===== src/design/host_chan_settings.svh =====
/*
 * Build-time sizing for the emulated host channel.
 * NUM_TAGS and FIFO_DEPTH must be powers of two and at least 2.
 * FIFO_DEPTH must be no smaller than NUM_TAGS so that completions never overflow.
 */
`ifndef HOST_CHAN_SETTINGS_SVH
`define HOST_CHAN_SETTINGS_SVH

// Ports that receive clock, reset and instance number
`define HOST_CHAN_NUM_PORTS 2
// Reads that may be outstanding at once
`define HOST_CHAN_NUM_TAGS 4
// Entries in each packet FIFO
`define HOST_CHAN_FIFO_DEPTH 8
// 64-bit registers in the AFU endpoint, register 0 included
`define HOST_CHAN_NUM_REGS 8
// Cycles that soft reset lingers once the primary reset is gone
`define HOST_CHAN_SOFT_RESET_CYCLES 8

`endif


===== src/design/platform_pkg.sv =====
/*
 * Platform-level types shared by the host emulator and the top level.
 * Only the primary clock is modelled.
 */
package platform_pkg;

    // One clock with the reset that is synchronous to it
    typedef struct packed {
        logic clk;
        logic reset;
    } t_clock_reset;

    // Clock bundle handed to the emulator with pClk as the primary clock
    typedef struct packed {
        t_clock_reset pClk;
    } t_std_clocks;

    // Power state reported to the AFU
    typedef enum logic [1:0] {
        power_normal = 2'h0,
        power_reset  = 2'h1
    } t_power_state;

    // Instance number of one host channel port for up to 16 ports
    typedef logic [3:0] t_port_num;

endpackage


===== src/design/tlp_pkg.sv =====
/*
 * Packet formats for the simplified memory-mapped TLP path.
 * Payloads are always a single 64-bit word with no byte enables.
 */
`include "host_chan_settings.svh"

package tlp_pkg;

    // Field widths derived from the build-time sizing
    localparam int TAG_WIDTH  = $clog2(`HOST_CHAN_NUM_TAGS);
    localparam int ADDR_WIDTH = $clog2(`HOST_CHAN_NUM_REGS);

    typedef logic [TAG_WIDTH-1:0]  t_tlp_tag;
    typedef logic [ADDR_WIDTH-1:0] t_reg_addr;

    // Value that register 0 of the endpoint always returns
    localparam logic [63:0] AFU_ID = 64'h5a3c_0f1e_8d26_b947;

    // Packet kinds carried on the channel
    typedef enum logic [1:0] {
        mem_read   = 2'h0,
        mem_write  = 2'h1,
        completion = 2'h2
    } t_tlp_kind;

    // Header common to requests and completions
    typedef struct packed {
        t_tlp_kind kind;
        t_tlp_tag  tag;
        t_reg_addr addr;
    } t_tlp_hdr;

    // Host to AFU request whose data is only meaningful for writes
    typedef struct packed {
        t_tlp_hdr    hdr;
        logic [63:0] data;
    } t_tlp_req;

    // AFU to host completion of a read
    typedef struct packed {
        t_tlp_hdr    hdr;
        logic [63:0] data;
    } t_tlp_cpl;

endpackage


===== src/design/afu_csr_endpoint.sv =====
/*
 * AFU register file reached through request packets.
 * Register 0 is read-only and returns the AFU ID; the rest are plain storage.
 * Every read is answered with one completion, one cycle after its request is taken.
 */
`timescale 1ns/1ns
`include "host_chan_settings.svh"

module afu_csr_endpoint
   (
    input  logic              pClk,
    input  logic              reset,

    input  logic              req_empty,
    output logic              req_pop,
    input  tlp_pkg::t_tlp_req req_data,

    output logic              cpl_push,
    output tlp_pkg::t_tlp_cpl cpl_data
    );

    localparam int NUM_REGS = `HOST_CHAN_NUM_REGS;

    // Register 0 is not stored, so the array starts at 1
    logic [63:0] regs [1:NUM_REGS-1];
    logic        is_read;
    logic        is_write;

    // One request is consumed per cycle whenever one is waiting
    assign req_pop  = !req_empty;
    assign is_read  = req_pop && (req_data.hdr.kind == tlp_pkg::mem_read);
    assign is_write = req_pop && (req_data.hdr.kind == tlp_pkg::mem_write);

    always_ff @(posedge pClk)
    begin
        if (reset)
        begin
            for (int i = 1; i < NUM_REGS; i++)
                regs[i] <= '0;
        end
        else if (is_write && (req_data.hdr.addr != '0))
        begin
            // Writes to the ID register fall through here and are lost
            regs[req_data.hdr.addr] <= req_data.data;
        end
    end

    always_ff @(posedge pClk)
    begin
        if (reset)
            cpl_push <= 1'b0;
        else
            cpl_push <= is_read;
    end

    // Completion payload whose tag and address echo the request
    always_ff @(posedge pClk)
    begin
        cpl_data.hdr.kind <= tlp_pkg::completion;
        cpl_data.hdr.tag  <= req_data.hdr.tag;
        cpl_data.hdr.addr <= req_data.hdr.addr;
        if (req_data.hdr.addr == '0)
            cpl_data.data <= tlp_pkg::AFU_ID;
        else
            cpl_data.data <= regs[req_data.hdr.addr];
    end

    // The host never places a completion on the request path
    assert property (@(posedge pClk) disable iff (reset)
        req_pop |-> (req_data.hdr.kind != tlp_pkg::completion));

endmodule


===== src/design/host_chan_emul.sv =====
/*
 * Emulated host channel that fans out the per-port reset and instance number
 * and carries traffic on port 0 only through request and completion FIFOs.
 */
`timescale 1ns/1ns
`include "host_chan_settings.svh"

module host_chan_emul
   (
    input  platform_pkg::t_std_clocks  clocks,

    input  logic                       cmd_valid,
    input  logic                       cmd_write,
    input  tlp_pkg::t_reg_addr         cmd_addr,
    input  logic [63:0]                cmd_data,
    output logic                       cmd_full,

    output logic                       req_empty,
    input  logic                       req_pop,
    output tlp_pkg::t_tlp_req          req_data,
    input  logic                       cpl_push,
    input  tlp_pkg::t_tlp_cpl          cpl_data,

    output logic                       rd_valid,
    output tlp_pkg::t_tlp_tag          rd_tag,
    output logic [63:0]                rd_data,
    output logic                       soft_reset,
    output platform_pkg::t_power_state pwr_state,
    output logic [`HOST_CHAN_NUM_PORTS-1:0] port_reset_n,
    output platform_pkg::t_port_num [`HOST_CHAN_NUM_PORTS-1:0] port_instance
    );

    logic              pClk;
    logic              reset;
    logic              host_req_push;
    tlp_pkg::t_tlp_req host_req_data;
    logic              host_cpl_pop;
    tlp_pkg::t_tlp_cpl host_cpl_data;
    logic              cpl_empty;

    assign pClk  = clocks.pClk.clk;
    assign reset = clocks.pClk.reset;

    // Every port sees the soft reset and learns its own index
    genvar p;
    generate
        for (p = 0; p < `HOST_CHAN_NUM_PORTS; p = p + 1)
        begin : g_port
            assign port_reset_n[p]  = ~soft_reset;
            assign port_instance[p] = platform_pkg::t_port_num'(p);
        end
    endgenerate

    tlp_host_model host_model
       (
        .pClk(pClk),
        .reset(reset),
        .cmd_valid(cmd_valid),
        .cmd_write(cmd_write),
        .cmd_addr(cmd_addr),
        .cmd_data(cmd_data),
        .cmd_full(cmd_full),
        .req_push(host_req_push),
        .req_data(host_req_data),
        .cpl_empty(cpl_empty),
        .cpl_pop(host_cpl_pop),
        .cpl_data(host_cpl_data),
        .rd_valid(rd_valid),
        .rd_tag(rd_tag),
        .rd_data(rd_data),
        .soft_reset(soft_reset),
        .pwr_state(pwr_state)
        );

    // Host to AFU requests on port 0
    tlp_fifo #(.t_payload(tlp_pkg::t_tlp_req)) req_fifo
       (
        .pClk(pClk),
        .reset(reset),
        .push(host_req_push),
        .push_data(host_req_data),
        .pop(req_pop),
        .pop_data(req_data),
        .empty(req_empty)
        );

    // AFU to host completions on port 0
    tlp_fifo #(.t_payload(tlp_pkg::t_tlp_cpl)) cpl_fifo
       (
        .pClk(pClk),
        .reset(reset),
        .push(cpl_push),
        .push_data(cpl_data),
        .pop(host_cpl_pop),
        .pop_data(host_cpl_data),
        .empty(cpl_empty)
        );

endmodule


===== src/design/host_chan_top.sv =====
/*
 * Top level joining the host channel emulator to the AFU register endpoint.
 * reset is synchronous to pClk and active high.
 */
`timescale 1ns/1ns
`include "host_chan_settings.svh"

module host_chan_top
   (
    input  logic                       pClk,
    input  logic                       reset,

    input  logic                       cmd_valid,
    input  logic                       cmd_write,
    input  tlp_pkg::t_reg_addr         cmd_addr,
    input  logic [63:0]                cmd_data,
    output logic                       cmd_full,

    output logic                       rd_valid,
    output tlp_pkg::t_tlp_tag          rd_tag,
    output logic [63:0]                rd_data,

    output logic                       soft_reset,
    output platform_pkg::t_power_state pwr_state,
    output logic [`HOST_CHAN_NUM_PORTS-1:0] port_reset_n,
    output platform_pkg::t_port_num [`HOST_CHAN_NUM_PORTS-1:0] port_instance
    );

    platform_pkg::t_std_clocks clocks;
    logic                      req_empty;
    logic                      req_pop;
    tlp_pkg::t_tlp_req         req_data;
    logic                      cpl_push;
    tlp_pkg::t_tlp_cpl         cpl_data;

    // Primary clock and its reset travel together into the emulator
    assign clocks.pClk.clk   = pClk;
    assign clocks.pClk.reset = reset;

    host_chan_emul emul
       (
        .clocks(clocks),
        .cmd_valid(cmd_valid),
        .cmd_write(cmd_write),
        .cmd_addr(cmd_addr),
        .cmd_data(cmd_data),
        .cmd_full(cmd_full),
        .req_empty(req_empty),
        .req_pop(req_pop),
        .req_data(req_data),
        .cpl_push(cpl_push),
        .cpl_data(cpl_data),
        .rd_valid(rd_valid),
        .rd_tag(rd_tag),
        .rd_data(rd_data),
        .soft_reset(soft_reset),
        .pwr_state(pwr_state),
        .port_reset_n(port_reset_n),
        .port_instance(port_instance)
        );

    afu_csr_endpoint endpoint
       (
        .pClk(pClk),
        .reset(reset),
        .req_empty(req_empty),
        .req_pop(req_pop),
        .req_data(req_data),
        .cpl_push(cpl_push),
        .cpl_data(cpl_data)
        );

endmodule


===== src/design/tlp_fifo.sv =====
/*
 * Synchronous circular-buffer FIFO for one packet type.
 * pop_data shows the head entry whenever empty is low; it is not valid otherwise.
 * Callers must not push when full or pop when empty.
 */
`timescale 1ns/1ns
`include "host_chan_settings.svh"

module tlp_fifo
  #(
    parameter type t_payload = logic
    )
   (
    input  logic     pClk,
    input  logic     reset,
    input  logic     push,
    input  t_payload push_data,
    input  logic     pop,
    output t_payload pop_data,
    output logic     empty
    );

    localparam int DEPTH = `HOST_CHAN_FIFO_DEPTH;
    localparam int PTR_W = $clog2(DEPTH);

    t_payload         mem [DEPTH];
    logic [PTR_W-1:0] wr_ptr;
    logic [PTR_W-1:0] rd_ptr;
    logic [PTR_W:0]   count;
    logic             full;

    assign empty    = (count == '0);
    assign full     = (count == (PTR_W + 1)'(DEPTH));
    // Head of queue is visible the cycle after the push that wrote it
    assign pop_data = mem[rd_ptr];

    // Entry storage is written on every push
    always_ff @(posedge pClk)
    begin
        if (push)
            mem[wr_ptr] <= push_data;
    end

    always_ff @(posedge pClk)
    begin
        if (reset)
        begin
            wr_ptr <= '0;
            rd_ptr <= '0;
            count  <= '0;
        end
        else
        begin
            if (push)
                wr_ptr <= (wr_ptr == PTR_W'(DEPTH - 1)) ? '0 : wr_ptr + 1'b1;
            if (pop)
                rd_ptr <= (rd_ptr == PTR_W'(DEPTH - 1)) ? '0 : rd_ptr + 1'b1;
            // A simultaneous push and pop leaves the occupancy unchanged
            case ({push, pop})
                2'b10: count <= count + 1'b1;
                2'b01: count <= count - 1'b1;
                default: count <= count;
            endcase
        end
    end

    // The tag limit upstream keeps this queue from ever filling
    assert property (@(posedge pClk) disable iff (reset) !(push && full));
    // Consumers only pop a queue that has something in it
    assert property (@(posedge pClk) disable iff (reset) !(pop && empty));

endmodule


===== src/design/tlp_host_model.sv =====
/*
 * Host side of the emulated channel with soft-reset sequencing, power state,
 * read tag allocation, request packet formation and completion return.
 * Completions must come back in request order. Commands are ignored
 * while soft_reset is high, and none may be presented while cmd_full is high.
 */
`timescale 1ns/1ns
`include "host_chan_settings.svh"

module tlp_host_model
   (
    input  logic                      pClk,
    input  logic                      reset,

    input  logic                      cmd_valid,
    input  logic                      cmd_write,
    input  tlp_pkg::t_reg_addr        cmd_addr,
    input  logic [63:0]               cmd_data,
    output logic                      cmd_full,

    output logic                      req_push,
    output tlp_pkg::t_tlp_req         req_data,

    input  logic                      cpl_empty,
    output logic                      cpl_pop,
    input  tlp_pkg::t_tlp_cpl         cpl_data,

    output logic                      rd_valid,
    output tlp_pkg::t_tlp_tag         rd_tag,
    output logic [63:0]               rd_data,

    output logic                      soft_reset,
    output platform_pkg::t_power_state pwr_state
    );

    localparam int NUM_TAGS = `HOST_CHAN_NUM_TAGS;
    localparam int SR_CYCLES = `HOST_CHAN_SOFT_RESET_CYCLES;
    localparam int SR_W = $clog2(SR_CYCLES + 1);

    logic [SR_W-1:0]     sr_count;
    logic [NUM_TAGS-1:0] busy;
    logic [NUM_TAGS-1:0] busy_set;
    logic [NUM_TAGS-1:0] busy_clr;
    tlp_pkg::t_tlp_tag   next_tag;
    logic                cmd_accept;
    logic                rd_issue;

    // Soft reset holds while the countdown is still running
    assign soft_reset = (sr_count != '0);
    assign pwr_state  = soft_reset ? platform_pkg::power_reset : platform_pkg::power_normal;

    always_ff @(posedge pClk)
    begin
        if (reset)
            sr_count <= SR_W'(SR_CYCLES);
        else if (sr_count != '0)
            sr_count <= sr_count - 1'b1;
    end

    assign cmd_accept = cmd_valid && !soft_reset;
    assign rd_issue   = cmd_accept && !cmd_write;

    // Every tag in flight means no room for another read
    assign cmd_full = &busy;
    // Completions are drained as soon as they arrive
    assign cpl_pop  = !cpl_empty;

    always_comb
    begin
        busy_set = '0;
        busy_clr = '0;
        if (rd_issue)
            busy_set[next_tag] = 1'b1;
        if (cpl_pop)
            busy_clr[cpl_data.hdr.tag] = 1'b1;
    end

    always_ff @(posedge pClk)
    begin
        if (reset)
        begin
            busy     <= '0;
            next_tag <= '0;
            req_push <= 1'b0;
            rd_valid <= 1'b0;
        end
        else
        begin
            busy     <= (busy | busy_set) & ~busy_clr;
            req_push <= cmd_accept;
            // Tags are handed out in rotation and writes take none
            if (rd_issue)
                next_tag <= next_tag + 1'b1;
            // The tag is freed on the same edge that raises rd_valid
            rd_valid <= cpl_pop;
        end
    end

    // Request packet fields follow the command and read data follows the completion
    always_ff @(posedge pClk)
    begin
        req_data.hdr.kind <= cmd_write ? tlp_pkg::mem_write : tlp_pkg::mem_read;
        req_data.hdr.tag  <= cmd_write ? '0 : next_tag;
        req_data.hdr.addr <= cmd_addr;
        req_data.data     <= cmd_write ? cmd_data : '0;
        rd_tag            <= cpl_data.hdr.tag;
        rd_data           <= cpl_data.data;
    end

    // Senders respect back-pressure
    assert property (@(posedge pClk) disable iff (reset) cmd_valid |-> !cmd_full);
    // The endpoint only answers reads that this model issued
    assert property (@(posedge pClk) disable iff (reset) cpl_pop |-> busy[cpl_data.hdr.tag]);

endmodule


===== config.mk =====
export PLATFORM = sky130hd
export DESIGN_NAME = host_chan_top
export DESIGN_NICKNAME = d
export VERILOG_FILES = /design/src/design/platform_pkg.sv /design/src/design/tlp_pkg.sv /design/src/design/afu_csr_endpoint.sv /design/src/design/host_chan_emul.sv /design/src/design/host_chan_top.sv /design/src/design/tlp_fifo.sv /design/src/design/tlp_host_model.sv
export VERILOG_INCLUDE_DIRS = /design/src /design/src/design
export SDC_FILE = /design/constraint.sdc
export NUM_CORES = 2
export LEC_CHECK = 0
export BUFFER_PORTS_ARGS = -buffer_cell sky130_fd_sc_hd__clkbuf_2
export CAP_MARGIN = 40
export CORE_MARGIN = 3
export CORE_UTILIZATION = 65
export CTS_CLUSTER_DIAMETER = 120
export CTS_CLUSTER_SIZE = 30
export DETAILED_ROUTE_END_ITERATION = 7
export PLACE_DENSITY = 0.92
export SLEW_MARGIN = 20
export SYNTH_ARGS = -nofsm -noshare
export SYNTH_HDL_FRONTEND = slang
export SYNTH_SLANG_ARGS = --single-unit

===== constraint.sdc =====
create_clock -name pClk -period 14.9 [get_ports pClk]
set_clock_uncertainty 0.2 [all_clocks]
set_input_delay 1.49 -clock pClk [delete_from_list [all_inputs] [get_ports pClk]]
set_output_delay 1.49 -clock pClk [all_outputs]
set_load 0.01 [all_outputs]

Yosys cells after proc, flatten, opt, wreduce, memory -nomap -nowiden:

Memories as Yosys holds them, arrays and structs flattened. A register that Yosys moved wholly into a read port is not among the register bits.
Index checks and enable logic that the tools add are counted.

* register bits after elaboration: 174
* bits in writable memories: 1560
* input port bits: 71
* output and inout bits: 81
* word-level logic and storage cells: 101
* memories: 3

Memory list
* emul.req_fifo.mem: words 8, width 70, rd ports 1, clocked after Yosys merged registers in 1, wr ports 1, RTL line tlp_fifo.sv:26 `t_payload mem [DEPTH];`
* emul.cpl_fifo.mem: words 8, width 69, rd ports 1, clocked after Yosys merged registers in 1, wr ports 1, RTL line tlp_fifo.sv:26
* endpoint.regs: words 7, width 64, rd ports 1, clocked after Yosys merged registers in 1, wr ports 7, RTL line afu_csr_endpoint.sv:25 `logic [63:0] regs [1:NUM_REGS-1];`

* add/sub/neg operators: 10
* order comparisons: 4
* equality and inequality tests: 9
* mux-type cells: 30
* bitwise operators: 4
* reduce and logical (&&, ||, !) cells: 21

Operator list (number)
* 64-bit two-way mux: 1
* 64-bit OR reduction: 1
* 3-bit two-way mux: 9
* 4-bit one-hot mux with 2 select lines: 2
* 1-bit two-way mux: 14
* 3-bit by 1-bit adder with 3-bit output, second input constant: 4
* 3-bit equality test, second input constant: 4
* 4-bit by 1-bit subtractor with 4-bit output, second input constant: 3
* 4-bit by 1-bit adder with 4-bit output, second input constant: 2
* 4-bit logical NOT: 2
* 4-bit two-way mux: 2
* 1-bit logical AND: 7
* 2-bit by 1-bit equality test with 1-bit output, second input constant: 3
* 2-bit by 3-bit < comparator with 1-bit output, second input constant: 2
* 4-bit bitwise AND: 1
* 1-bit demux with 2-bit select: 2
* 2-bit equality test, second input constant: 2
* 2-bit by 1-bit >= comparator with 1-bit output, second input constant: 2
* 1-bit logical NOT: 4
* 4-bit inverter: 1
* 4-bit OR: 1
* 4-bit AND reduction: 1
* 2-bit nonzero test: 2
* 4-bit nonzero test: 1
* other kinds (5): 5

Longest topological paths before layout:

* depth after elaboration: 9
* gate-level depth with buffers: 11
* mapped depth without buffers: 9

Cells and area by module:

From an unflattened synthesis, not the netlist that was laid out.

* cells, all modules: 3783
* area, all modules: 70286.2 µm²

Modules (own cells, without submodules)
* tlp_fifo: times used 2, cells each 896, area an instance 21937.3 µm², seq. area each 17316.6 µm²
* afu_csr_endpoint: times used 1, cells each 1705, area an instance 22559.1 µm², seq. area each 15815.2 µm²
* tlp_host_model: times used 1, cells each 274, area an instance 3773.6 µm², seq. area each 2962.8 µm²
* host_chan_emul: times used 1, cells each 12, area an instance 78.8 µm², seq. area each 0.0 µm²

Worst setup path before layout:

No wires, ideal clock.

* path kind: register to register
* from: reg emul.host_model.req_push
* to: mem emul.req_fifo.mem[0][0] (netlist name), enable pin
* setup time: 584 ps
* arrival time: 5271 ps
* data required time: 14116 ps
* path slack: 8845 ps
* stages on the path, launching flop included: 3
* path buffers: 0
* period minus slack after synthesis: 6055 ps
* path through: dfxtp_1 -> nand2b_1 -> nor3_1

* longest elaborated chain between the ends: 2

RTL lines
* from (decl): RTL line tlp_host_model.sv:21 `output logic req_push,`
* from (signal assigned): RTL line tlp_host_model.sv:90 `req_push <= cmd_accept;`
* 1-bit two-way mux: RTL line tlp_fifo.sv:40 `if (push)`
* 1-bit two-way mux (not written as such): RTL line tlp_fifo.sv:41 `mem[wr_ptr] <= push_data;`
* to (decl): RTL line tlp_fifo.sv:26

No other way between the ends.

==> impl_metrics.csv <==
group,metric,value,unit
run_status,status,"completed",
critical_path,crit_type,"reg2reg",
cts,path_clk_slew,0.11,ns
critical_path,cp-end-kind,"flip-flop",
cts,clock_latency,0.68,ns
grt,overflow,0,
min_path,holdPathEnd,"endpoint.cpl_data[52]",
floorplanning,die_area,106000,µm²
power_and_ir_drop,swShare,31.6,%
power_and_ir_drop,intPower,8.44,mW
power_and_ir_drop,power_frac_seq,52.6,%
drt,vias,34523,
sta,rsz0062_at_grt,"false",
synth,synth.avg_cell_area,18.1,µm²
sta,min_period_over_period,33.4,%
sta,slew_viol_final,0,
synth,synthTopCellsByArea,"edfxtp_1 (70%), mux4_2 (9.2%), dfxtp_1 (7.3%)",
power_and_ir_drop,clkPwrFrac,19.1,%
cts,clockBufferDepth,3,
sta,tightest_slew,0.946,ns
critical_path,cp.required,15.05,ns
finish,area.growth.synth_to_final,7.57,%
min_path,min_from,"endpoint.regs[5][52]",
cts,ctsResizeCount,0,
critical_path,path_cells,"buf_4 -> mux4_2 -> mux2i_4 -> buf_4 -> nand3_2 -> nor2_2 -> nand2_2 -> nand2b_4 -> buf_12",
critical_path,crit_arrival,5.13,ns
floorplanning,floorplan.initialDensity,65.9,%
finish,final_area,71300,µm²
synth,synth_edf_count,1536,
cts,cts-htree-levels,3,
drt,detailedRoute.firstIterationViolations,5742,
synth,synth_seq_area_share,76.9,%
cts,cts_setup_buffers,0,
floorplanning,core_area,101000,µm²
grt,grt_usage,27.8,%
place,dpl-instance-area,69000,µm²
sta,finalSetupTns,0,ns
power_and_ir_drop,p_per_area,173,nW/µm²
place,dp_hpwl,84700,µm
finish,nets,3885,
sta,worst_slack,9.92,ns
place,gp_congestion,0.774,
finish,drive_above_1_share,19.2,%
power_and_ir_drop,power_frac_comb,28.3,%
cts,cts_tree,"built",
critical_path,crit_path_top_delay_cell,"dfxtp_4",
synth,netlist.area_leader.share,69.6,%
floorplanning,ios,152,
drt,ant_nets,0,
sta,max_freq,201,MHz
cts,cts-root-buf,"clkbuf_16",
power_and_ir_drop,max-vdd-ir-drop,0.121,mV
synth,synth.most_common_cell,"edfxtp_1",
critical_path,worst_path_largest_cell_delay,0.67,ns
floorplanning,die_w,325,µm
cts,cts-buffers-inserted,69,
critical_path,r2r_setup_slack,9.92,ns
min_path,whs_path_depth,1,
sta,hold_viol_final,0,
critical_path,reg2reg_to,"endpoint.regs[6][23]",
drt,firstDrtPassIters,6,
critical_path,worstRegToRegCells,9,
synth,yosys-top-cells-count,"edfxtp_1 (1536), nor2_1 (496), mux4_2 (271)",
place,dpl_worst_slack,10.02,ns
drt,drc,0,
place,port_buffers,142,
sta,relSlewSlack,37.0,%
sta,finalSetupViolCount,0,
drt,routed_wl,147000,µm
synth,netlist_area,66300,µm²
finish,fillCellCount,5481,
power_and_ir_drop,p_total,12.3,mW
finish,finalNonFillerCells,5207,
finish,antenna_cells,0,
place,dpl.cell_count,5056,
synth,synth_cell_types,53,
synth,synth_largest_area_cell,"edfxtp_1",
critical_path,cp_common_cell,"buf_4",
grt,grt_max_degree,69,
power_and_ir_drop,p_leak,23.8,nW
synth,synth_ff_type,"edfxtp_1",
synth,synthCells,3669,
cts,hold_buffers,0,
drt,wl_per_cell,28.3,µm
critical_path,crit_fanout,38,
synth,yosys_warnings,0,
critical_path,critPathLaunchType,"flip-flop",
grt,antenna_found_initial,4,
grt,grt_pass1_wl,222000,µm
floorplanning,fp-row-count,116,
grt,grt_pass1_vias,35164,
synth,synth-async-reset-ratio,0,%
floorplanning,fp.dieH,325,µm
sta,min_period,4.98,ns
power_and_ir_drop,switching_power,3.90,mW
flow_run,cap_violations,0,
drt,vias_per_cell,6.63,
synth,ys_ff_latch,1777,
min_path,min_path_type,"reg2reg",
cts,clkSinkCount,1777,
cells in the final DEF, fill, tap and decap left out, types with 18 or more instances in the layout:
| master | instances |
|---|---|
| a21oi_1 | 156 |
| and2_1 | 66 |
| buf_16 | 18 |
| buf_4 | 85 |
| clkbuf_1 | 49 |
| clkbuf_16 | 72 |
| clkbuf_2 | 142 |
| dfxtp_1 | 235 |
| edfxtp_1 | 1536 |
| ha_1 | 20 |
| mux2_2 | 77 |
| mux2i_1 | 156 |
| mux4_2 | 271 |
| nand2_1 | 186 |
| nor2_1 | 484 |
| o21ai_0 | 44 |
| o22a_1 | 33 |
power by group through the flow:
stage / Combinational [mW] / Clock [mW] / Sequential [mW]
after floorplan: 2.32 / 0 / 6.41
after global placement: 3.07 / 0 / 6.57
after detailed placement: 3.29 / 0 / 6.62
after CTS: 3.35 / 2.37 / 6.51
after global routing: 3.68 / 2.54 / 6.55
final: 3.49 / 2.36 / 6.48
logic make-up (layout without fill, tap and decap cells):
logic type	Yosys count	in the layout	share of synthesized area [%]
flops	1777	1777	76.9
simple gates	819	819	5.14
mux	506	506	12.9
compound gates	305	305	2.88
buf+inv	230	404	1.69
fa+ha+maj	20	20	0.377
xor+xnor	10	10	0.132
other cells	2	9	0.0113
area by class of cell:
| cell class | count | area (µm²) | area share [%] |
|---|---|---|---|
| clock buffer | 121 | 1990 | 2.78 |
| clock inverter | 6 | 68.8 | 0.0965 |
| inverter | 11 | 41.3 | 0.0579 |
| multi-input combinational | 1669 | 14400 | 20.3 |
| sequential | 1777 | 51000 | 71.5 |
| tap | 1357 | 1700 | 2.38 |
| timing repair buffer | 266 | 2110 | 2.95 |
state kept, by name, indices dropped and copies added, names as in the netlist, 64 cells and up, named ones only:
register / flops
endpoint.regs: 448
endpoint.cpl_data: 66
emul.host_model.req_data: 70
emul.host_model.rd_data: 64
emul.cpl_fifo.mem: 528
emul.req_fifo.mem: 560
metal layers:
| metal | global-route usage (%) | up-vias | part of all wire [%] |
|---|---|---|---|
| met3 | 5.03 | 445 | 12 |
| li1 | - | 14224 | - |
| met4 | 8.88 | 0 | 3.3 |
| met2 | 45.7 | 2667 | 49 |
| met1 | 38.7 | 17187 | 36 |
| met5 | 0 | - | 0 |
worst max-delay path by stage:
stage	slack (ns)	start	end
after floorplan	8.84	emul.host_model.req_push	emul.req_fifo.mem[0][0]
after global placement	9.29	flip-flop	endpoint.regs[6][25]
after detailed placement	10.02	flip-flop	endpoint.regs[4][32]
after CTS	9.90	flip-flop	endpoint.regs[4][25]
after global routing	9.91	flip-flop	endpoint.regs[6][22]
final	9.92	flip-flop	endpoint.regs[6][23]
worst max-delay path: cells and delay by family (launching register included):
kind	cells	cell delay, ns
simple gates	4	1.69
buf+inv	3	1.40
flops	1	0.67
mux	2	0.62
through the flow:
stage | hold slack [ns] | util [%]
2_1_floorplan | 0.236 | -
3_3_place_gp | 0.241 | 68.0
3_5_place_dp | 0.250 | 68.6
4_1_cts | 0.274 | 70.6
5_1_grt | 0.293 | 70.9
6_report | 0.272 | 70.9
(Power assumes the default switching activity.)
